$ cat src/nandOutputPkg.sv
package nandOutputPkg;

    // byte count of one write session
    typedef logic [15:0] byteCount_t;

    // one byte on the flash DQ bus
    typedef logic [7:0] busByte_t;

    // host word, upper byte goes out first
    typedef struct packed {
        busByte_t upperByte;
        busByte_t lowerByte;
    } hostWord_t;

    // handed from the latch stage to the byte stage
    typedef struct packed {
        byteCount_t byteCount;
    } sessionCmd_t;

    // default timing in system clocks
    parameter int DefaultSetupCycles = 10; // tCS
    parameter int DefaultSlotCycles = 10;  // one byte per slot
    parameter int DefaultWeLowCycles = 5;  // tWP

endpackage
$ cat src/nandDataOutput.sv
`timescale 1ns/1ps

module nandDataOutput #(
    parameter int NumberOfWays = 4,
    parameter int SetupCycles = nandOutputPkg::DefaultSetupCycles,
    parameter int SlotCycles = nandOutputPkg::DefaultSlotCycles,
    parameter int WeLowCycles = nandOutputPkg::DefaultWeLowCycles // below SlotCycles
) (
    input  logic                        iSystemClock,
    input  logic                        iReset,
    input  logic                        iStart,
    input  logic [NumberOfWays-1:0]     iTargetWay,
    input  nandOutputPkg::byteCount_t   iNumOfData,
    input  nandOutputPkg::hostWord_t    iWriteData,
    input  logic                        iWriteValid,
    output logic                        oWriteReady,
    output logic                        oReady,
    output logic                        oLastStep,
    output logic [2*NumberOfWays-1:0]   oChipEnable,
    output logic                        oWriteEnable,
    output nandOutputPkg::busByte_t     oData
);

    logic sessionGo;
    logic sessionDone;
    logic sessionActive;
    nandOutputPkg::sessionCmd_t sessionCmd;
    logic byteValid;
    logic byteTake;
    nandOutputPkg::busByte_t nextByte;

    nandCommandLatch #(
        .NumberOfWays(NumberOfWays),
        .SetupCycles(SetupCycles)
    ) i_nandCommandLatch (
        .iSystemClock(iSystemClock),
        .iReset(iReset),
        .iStart(iStart),
        .iTargetWay(iTargetWay),
        .iNumOfData(iNumOfData),
        .sessionDone(sessionDone),
        .oReady(oReady),
        .oChipEnable(oChipEnable),
        .sessionActive(sessionActive),
        .sessionGo(sessionGo),
        .sessionCmd(sessionCmd)
    );

    nandWordFetch i_nandWordFetch (
        .iSystemClock(iSystemClock),
        .iReset(iReset),
        .sessionActive(sessionActive),
        .iWriteData(iWriteData),
        .iWriteValid(iWriteValid),
        .oWriteReady(oWriteReady),
        .byteTake(byteTake),
        .byteValid(byteValid),
        .nextByte(nextByte)
    );

    nandByteCycle #(
        .SlotCycles(SlotCycles),
        .WeLowCycles(WeLowCycles)
    ) i_nandByteCycle (
        .iSystemClock(iSystemClock),
        .iReset(iReset),
        .sessionGo(sessionGo),
        .sessionCmd(sessionCmd),
        .byteValid(byteValid),
        .nextByte(nextByte),
        .byteTake(byteTake),
        .oData(oData),
        .oWriteEnable(oWriteEnable),
        .oLastStep(oLastStep),
        .sessionDone(sessionDone)
    );

endmodule

$ cat src/nandByteCycle.sv
`timescale 1ns/1ps

module nandByteCycle #(
    parameter int SlotCycles = 10,
    parameter int WeLowCycles = 5
) (
    input  logic                        iSystemClock,
    input  logic                        iReset,
    input  logic                        sessionGo,
    input  nandOutputPkg::sessionCmd_t  sessionCmd,
    input  logic                        byteValid,
    input  nandOutputPkg::busByte_t     nextByte,
    output logic                        byteTake,
    output nandOutputPkg::busByte_t     oData,
    output logic                        oWriteEnable,
    output logic                        oLastStep,
    output logic                        sessionDone
);

    localparam int TimerWidth = $clog2(SlotCycles + 1);

    nandOutputPkg::byteCount_t remaining;
    nandOutputPkg::byteCount_t available;
    logic [TimerWidth-1:0] slotTimer;
    logic slotBusy;
    logic slotEnd;
    logic startSlot;
    logic weRelease;
    logic lastStep;

    // count is not loaded yet in the go cycle
    assign available = sessionGo ? sessionCmd.byteCount : remaining;

    assign slotEnd = slotBusy && (slotTimer == TimerWidth'(SlotCycles - 1));
    assign startSlot = (available != '0) && byteValid && (!slotBusy || slotEnd);
    assign weRelease = slotBusy && (slotTimer == TimerWidth'(WeLowCycles - 1));

    always_ff @(posedge iSystemClock or posedge iReset) begin
        if (iReset) begin
            remaining <= '0;
            slotTimer <= '0;
            slotBusy <= 1'b0;
            byteTake <= 1'b0;
            oWriteEnable <= 1'b1;
            lastStep <= 1'b0;
        end else begin
            byteTake <= startSlot; // first cycle of the slot
            lastStep <= slotEnd && (remaining == '0);
            if (startSlot) begin
                remaining <= nandOutputPkg::byteCount_t'(available - 1'b1);
                slotBusy <= 1'b1;
                slotTimer <= '0;
                oWriteEnable <= 1'b0;
            end else begin
                if (sessionGo) begin
                    remaining <= sessionCmd.byteCount;
                end
                if (slotEnd) begin
                    slotBusy <= 1'b0; // bus idles until a byte shows up
                end
                if (slotBusy) begin
                    slotTimer <= slotTimer + 1'b1;
                end
                if (weRelease) begin
                    oWriteEnable <= 1'b1; // flash latches on this edge
                end
            end
        end
    end

    always_ff @(posedge iSystemClock) begin
        if (startSlot) begin
            oData <= nextByte; // held until the next slot
        end
    end

    assign oLastStep = lastStep;
    assign sessionDone = lastStep;

    weLowOnlyInSlot: assert property (
        @(posedge iSystemClock) disable iff (iReset)
        !oWriteEnable |-> slotBusy && (slotTimer < TimerWidth'(WeLowCycles))
    ) else $error("write enable low outside the pulse window of a slot");

endmodule

$ cat src/nandWordFetch.sv
`timescale 1ns/1ps

module nandWordFetch (
    input  logic                        iSystemClock,
    input  logic                        iReset,
    input  logic                        sessionActive,
    input  nandOutputPkg::hostWord_t    iWriteData,
    input  logic                        iWriteValid,
    output logic                        oWriteReady,
    input  logic                        byteTake,
    output logic                        byteValid,
    output nandOutputPkg::busByte_t     nextByte
);

    nandOutputPkg::hostWord_t wordHold;
    logic wordFull;
    logic lowerHalf; // upper byte goes first
    logic wordAccepted;

    assign oWriteReady = sessionActive && !wordFull;
    assign wordAccepted = oWriteReady && iWriteValid;

    always_ff @(posedge iSystemClock or posedge iReset) begin
        if (iReset) begin
            wordFull <= 1'b0;
            lowerHalf <= 1'b0;
        end else if (!sessionActive) begin
            wordFull <= 1'b0; // drop a leftover lower byte
            lowerHalf <= 1'b0;
        end else if (wordAccepted) begin
            wordFull <= 1'b1;
            lowerHalf <= 1'b0;
        end else if (byteTake) begin
            if (lowerHalf) begin
                wordFull <= 1'b0; // free for the next word
                lowerHalf <= 1'b0;
            end else begin
                lowerHalf <= 1'b1;
            end
        end
    end

    always_ff @(posedge iSystemClock) begin
        if (wordAccepted) begin
            wordHold <= iWriteData;
        end
    end

    assign byteValid = wordFull;
    assign nextByte = lowerHalf ? wordHold.lowerByte : wordHold.upperByte;

    takeOnlyWhenValid: assert property (
        @(posedge iSystemClock) disable iff (iReset)
        byteTake |-> byteValid
    ) else $error("byte taken while none is offered");

endmodule

$ cat src/nandCommandLatch.sv
`timescale 1ns/1ps

module nandCommandLatch #(
    parameter int NumberOfWays = 4,
    parameter int SetupCycles = 10
) (
    input  logic                              iSystemClock,
    input  logic                              iReset,
    input  logic                              iStart,
    input  logic [NumberOfWays-1:0]           iTargetWay,
    input  nandOutputPkg::byteCount_t         iNumOfData,
    input  logic                              sessionDone,
    output logic                              oReady,
    output logic [2*NumberOfWays-1:0]         oChipEnable,
    output logic                              sessionActive,
    output logic                              sessionGo,
    output nandOutputPkg::sessionCmd_t        sessionCmd
);

    localparam int TimerWidth = $clog2(SetupCycles + 1);

    typedef enum logic [1:0] {
        stateIdle,
        stateSetup,
        stateTransfer
    } latchState_t;

    latchState_t state;
    logic [TimerWidth-1:0] setupTimer;
    logic [NumberOfWays-1:0] wayMask;
    logic startAccepted;
    logic setupDone;

    assign startAccepted = iStart && (state == stateIdle);
    assign setupDone = (state == stateSetup) && (setupTimer == TimerWidth'(SetupCycles - 1));

    always_ff @(posedge iSystemClock or posedge iReset) begin
        if (iReset) begin
            state <= stateIdle;
            setupTimer <= '0;
            sessionGo <= 1'b0;
        end else begin
            sessionGo <= 1'b0;
            case (state)
                stateIdle: begin
                    setupTimer <= '0;
                    if (startAccepted) begin
                        state <= stateSetup;
                    end
                end
                stateSetup: begin
                    setupTimer <= setupTimer + 1'b1;
                    if (setupDone) begin
                        state <= stateTransfer;
                        sessionGo <= 1'b1; // CE held for SetupCycles
                    end
                end
                stateTransfer: begin
                    if (sessionDone) begin
                        state <= stateIdle;
                    end
                end
                default: begin
                    state <= stateIdle;
                end
            endcase
        end
    end

    always_ff @(posedge iSystemClock) begin
        if (startAccepted) begin
            wayMask <= iTargetWay;
            sessionCmd.byteCount <= iNumOfData;
        end
    end

    assign oReady = (state == stateIdle);

    // CE drops in the same cycle as the done pulse
    assign sessionActive = (state != stateIdle) && !sessionDone;
    assign oChipEnable = sessionActive ? {wayMask, wayMask} : '0; // both lanes

    zeroCountNeverAccepted: assert property (
        @(posedge iSystemClock) disable iff (iReset)
        startAccepted |-> (iNumOfData != '0)
    ) else $error("start accepted with a zero byte count");

endmodule

$ cat config.mk
export PLATFORM = sky130hd
export DESIGN_NAME = nandDataOutput
export DESIGN_NICKNAME = d
export VERILOG_FILES = /design/src/nandOutputPkg.sv /design/src/nandDataOutput.sv /design/src/nandByteCycle.sv /design/src/nandWordFetch.sv /design/src/nandCommandLatch.sv
export SDC_FILE = /design/constraint.sdc
export NUM_CORES = 1
export LEC_CHECK = 0
export BUFFER_PORTS_ARGS = -buffer_cell sky130_fd_sc_hd__buf_2
export CAP_MARGIN = 10
export CORE_ASPECT_RATIO = 0.7
export CORE_UTILIZATION = 30
export CTS_BUF_LIST = sky130_fd_sc_hd__clkbuf_4 sky130_fd_sc_hd__clkbuf_8
export CTS_CLUSTER_SIZE = 24
export DETAILED_ROUTE_END_ITERATION = 6
export PLACE_DENSITY = 0.54
export SYNTH_ARGS = -nofsm -noshare
export SYNTH_HDL_FRONTEND = slang
export SYNTH_SLANG_ARGS = --single-unit
export TNS_END_PERCENT = 50
$ cat constraint.sdc
create_clock -name iSystemClock -period 2.8 [get_ports iSystemClock]
set_input_delay 0.14 -clock iSystemClock [delete_from_list [all_inputs] [get_ports iSystemClock]]
set_output_delay 0.14 -clock iSystemClock [all_outputs]
set_load 0.005 [all_outputs]
==> results.txt <==
- Result of the run: complete, no violations
- In this run the remaining antenna-violating nets after routing total 0.
* Peak supply drop: 0.000397 V
- TritonCTS created 9 clock buffers.
- Cell Area, Synth: 3500 µm²
- For the final database, setup skew stands at 0.0103 ns.
* Die area: 12100 µm²
* Pre-Repair DR Iteration Count: 4
* Class of the tightest hold or removal check: input port to register
* Clock-pin slew on the worst setup and hold paths: 0.08 ns
* Kind of start point of the critical path: register
- Synthesis produced 262 cells.
- Data required time at the worst endpoint: 3.02 ns
* Die height: 92.4 µm
- The final route contains 2328 vias.
- Total power for the finished layout comes to 0.00379 W.
* Leakage power: 1.78 nW
- The signal on the critical path passes through mux2i_1 > ha_1 > o221ai_4 > buf_4 > nor3_1 > buf_4 > a311o_1 > nor3_1.
- Relative max-transition margin: 51.5%
- Hold violation total from the final report: 0
- Largest net degree at the start of global routing: 34
- From synthesis to final layout, the design area changed by 30.3%.
* Clock tree from TritonCTS: yes
- The floorplan step set the die width to 131 µm.
- In the final timing run, aggregate negative setup slack is 0 ns.
- The wire-length estimate of the detail-placed layout is 4900 µm.
- Portion of the clock cycle consumed by the worst path in the final layout: 84.3%
* Routed WL: 7090 µm
- Crit path kind: register to register
- Wire length of the first global-routing pass: 12000 µm
- Num rows: 32
* Number of cells after detailed placement: 472
- Post-layout instance count excluding filler cells: 525
- GPL Wtd Cong: 0.755
* Max-slew violations: 0
- Dividing the detail-routed via count by the number of cells gives 4.43.
- Setup violations remaining at the end of the flow were counted as 0.
- Measured slew at the worst slew-check pin: 0.728 ns
- Post-Layout Inst Area: 4560 µm²
- After the last flow step, the layout net total stands at 413.
- In this run, the number of DRC markers left after iteration 0 of detailed routing was 118.
- No sink is reached through more buffers than the 2 on the longest clock path.
- Clock tree synthesis selected as its root buffer the cell sky130_fd_sc_hd__clkbuf_8.
* Slowest stage delay, CP: 0.73 ns
- Input and output buffers added on the ports amount to 59.
- Critical-path cell with the highest stage delay: sky130_fd_sc_hd__dfrtp_1
* Area of the core region: 11200 µm²
* Minimum clock period after layout: 2.36 ns
* Number of synthesized register bits: 77
- Antenna Diode Count: 0
- Number of flops mapped to enable cells by yosys: 44
- Dividing the detail-routed wire length by the instance count gives 13.5 µm.
- Data arrival time of the worst path: 2.58 ns
- Synthesis produced a netlist with a net count of 308.
* Effective utilization at floorplan: 31.4%
- The clock net in this run drives a total of 77 sinks.
- For this run, the register share of the synthesized area comes to 61.3%.
* Number of global-route vias before repair: 2419
* Maximum frequency from static timing analysis: 0.424 GHz
* Worst-Skew Late Latency: 0.35 ns
- Count of max-cap constraint violations: 0
* Primary flip-flop cell chosen by synthesis mapping: sky130_fd_sc_hd__edfxtp_1
- H-tree levels: 3
* Distinct cell type count of the synthesized netlist: 55
- Once placement finished, the instance area stood at 3990 µm².
* Post-cts repair resize count: 0
* Power density over cell area: 831 nW/µm²
* Share of synthesized flip-flops with an asynchronous set or reset: 42.9%
- The Yosys step of the flow raised 0 warnings.
- Global routing used 12.9% of the available tracks.
* Antenna violations before repair: 0
- Dividing the synthesized area by the synthesized cell count gives 13.4 µm².
- Cells with a size suffix above 1 make up 30.1% of the layout.
* Unrepaired setup endpoints after global routing: no
- The worst setup path is captured at a register.
* I/O Pins: 60
* Number of design rule violations left after detail routing: 0
- For this run the aggregate overflow at the end of global routing stands at 0.
- Crit-path max FO: 18
[cells by family (layout without fill, tap and decap cells)]
logic type	after synthesis	in the layout	synth area share, %
multiplexers	28	28	8.32
flip-flops	77	77	61.3
XOR/XNOR	14	14	3.50
buffers and inverters	20	130	3.00
adder cells (fa/ha/maj)	6	6	2.14
AND/OR/NAND/NOR	88	88	14.7
AO/OA/AOI/OAI	29	29	7.00
[sequential cells by signal (all words and copies together), names as in the netlist, 2 cells and up]
register and flops:
i_nandByteCycle.remaining 16, i_nandCommandLatch.sessionCmd 16, i_nandWordFetch.wordHold 16, i_nandByteCycle.oData 8, i_nandByteCycle.slotTimer 4, i_nandCommandLatch.setupTimer 4
i_nandCommandLatch.wayMask 4, i_nandCommandLatch.state 2
[metrics by stage]
stage | hold WS [ns] | worst slack [ns] | util [%]
final | 0.0677 | 0.440 | 40.8
after floorplan | 0.239 | 0.281 | -
after global placement | 0.274 | 0.425 | 35.8
after detailed placement | 0.284 | 0.434 | 35.8
after global routing | 0.0633 | 0.257 | 40.8
after CTS | 0.0448 | 0.423 | 40.8
[area by class of cell]
| class | instances | area, µm² |
|---|---|---|
| Timing Repair Buffer | 107 | 748 |
| Clock inverter | 7 | 75.1 |
| Tap cell | 153 | 191 |
| Inverter | 7 | 26.3 |
| Fill cell | 1053 | 6610 |
| Multi-Input combinational cell | 165 | 1250 |
| Sequential cell | 77 | 2150 |
| Clock buffer | 9 | 124 |
[worst paths after layout]
kind	cells past startpoint	slack, ns	endpoint	from
setup reg to reg	8	0.44	i_nandByteCycle.slotTimer[3]	i_nandCommandLatch.sessionGo
max in group asynchronous	4	2.03	i_nandByteCycle.oWriteEnable	iReset
setup / recovery	8	0.44	i_nandByteCycle.slotTimer[3]	i_nandCommandLatch.sessionGo
hold reg to reg	1	0.50	i_nandWordFetch.byteValid	i_nandByteCycle.byteTake
min in group asynchronous	4	0.43	i_nandByteCycle.slotTimer[0]	iReset
hold / removal	3	0.07	i_nandWordFetch.byteValid	iWriteValid
[cell usage after synthesis (3+ instances only)]
| master | count | area, µm² |
|---|---|---|
| sky130_fd_sc_hd__nor3b_2 | 3 | 37.5 |
| sky130_fd_sc_hd__o21ai_0 | 6 | 30.0 |
| sky130_fd_sc_hd__xor2_1 | 4 | 35.0 |
| sky130_fd_sc_hd__nor3_1 | 18 | 90.1 |
| sky130_fd_sc_hd__inv_1 | 6 | 22.5 |
| sky130_fd_sc_hd__buf_2 | 3 | 15.0 |
| sky130_fd_sc_hd__and2_1 | 6 | 37.5 |
| sky130_fd_sc_hd__edfxtp_1 | 44 | 1320 |
| sky130_fd_sc_hd__nand2b_1 | 3 | 18.8 |
| sky130_fd_sc_hd__nand3_1 | 4 | 20.0 |
| sky130_fd_sc_hd__nand2_1 | 11 | 41.3 |
| sky130_fd_sc_hd__ha_1 | 6 | 75.1 |
| sky130_fd_sc_hd__mux2i_1 | 19 | 190 |
| sky130_fd_sc_hd__mux2_2 | 9 | 101 |
| sky130_fd_sc_hd__xnor2_1 | 10 | 87.6 |
| sky130_fd_sc_hd__nor4_1 | 6 | 37.5 |
| sky130_fd_sc_hd__a21oi_1 | 3 | 15.0 |
| sky130_fd_sc_hd__clkbuf_1 | 4 | 15.0 |
| sky130_fd_sc_hd__nor3b_1 | 3 | 22.5 |
| sky130_fd_sc_hd__buf_4 | 5 | 37.5 |
| sky130_fd_sc_hd__dfrtp_1 | 32 | 801 |
| sky130_fd_sc_hd__nor2_1 | 18 | 67.6 |
[placed cells by master (no fill, tap or decap), drive strengths merged, types with 3 or more instances in the layout]
master	n
clkinv	3
o221ai	3
buf	70
nor2	18
clkbuf	9
nor3	20
o21ai	7
nor3b	6
nand2	11
and2	6
nand3	4
ha	6
edfxtp	44
inv	8
xnor2	10
mux2	9
dlygate4sd3	37
xor2	4
mux2i	19
nor4	7
a21oi	3
dfrtp	32
nand2b	3
[power by group]
part           switching [W]  total [W]  internal, W
clock network       0.000424   0.000839     0.000415
logic               0.000581    0.00116     0.000579
registers           0.000271    0.00179      0.00152
total                0.00128    0.00379      0.00252
[critical path, delay by kind of cell (launching register included)]
kind / cells / cell delay (ns)
adder cells (fa/ha/maj): 1 / 0.27
AO/OA/AOI/OAI: 2 / 0.28
flip-flops: 1 / 0.73
multiplexers: 1 / 0.34
buffers and inverters: 2 / 0.37
AND/OR/NAND/NOR: 2 / 0.24
[metal layers]
| layer | up-vias | routed length (µm) | track usage, % |
|---|---|---|---|
| met1 | 1114 | 3620 | 17.5 |
| li1 | 1174 | - | - |
| met5 | - | 0 | 0 |
| met2 | 34 | 3200 | 19.9 |
| met3 | 6 | 213 | 4.16 |
| met4 | 0 | 55 | 3.24 |
[repair_timing]
action / 4_1_cts / 5_1_grt
setup buffers: 0 / 0
hold buffers: 37 / 0
hold endpoints to repair: 68 / 0
No activity file was read; power rests on OpenSTA's default activity.
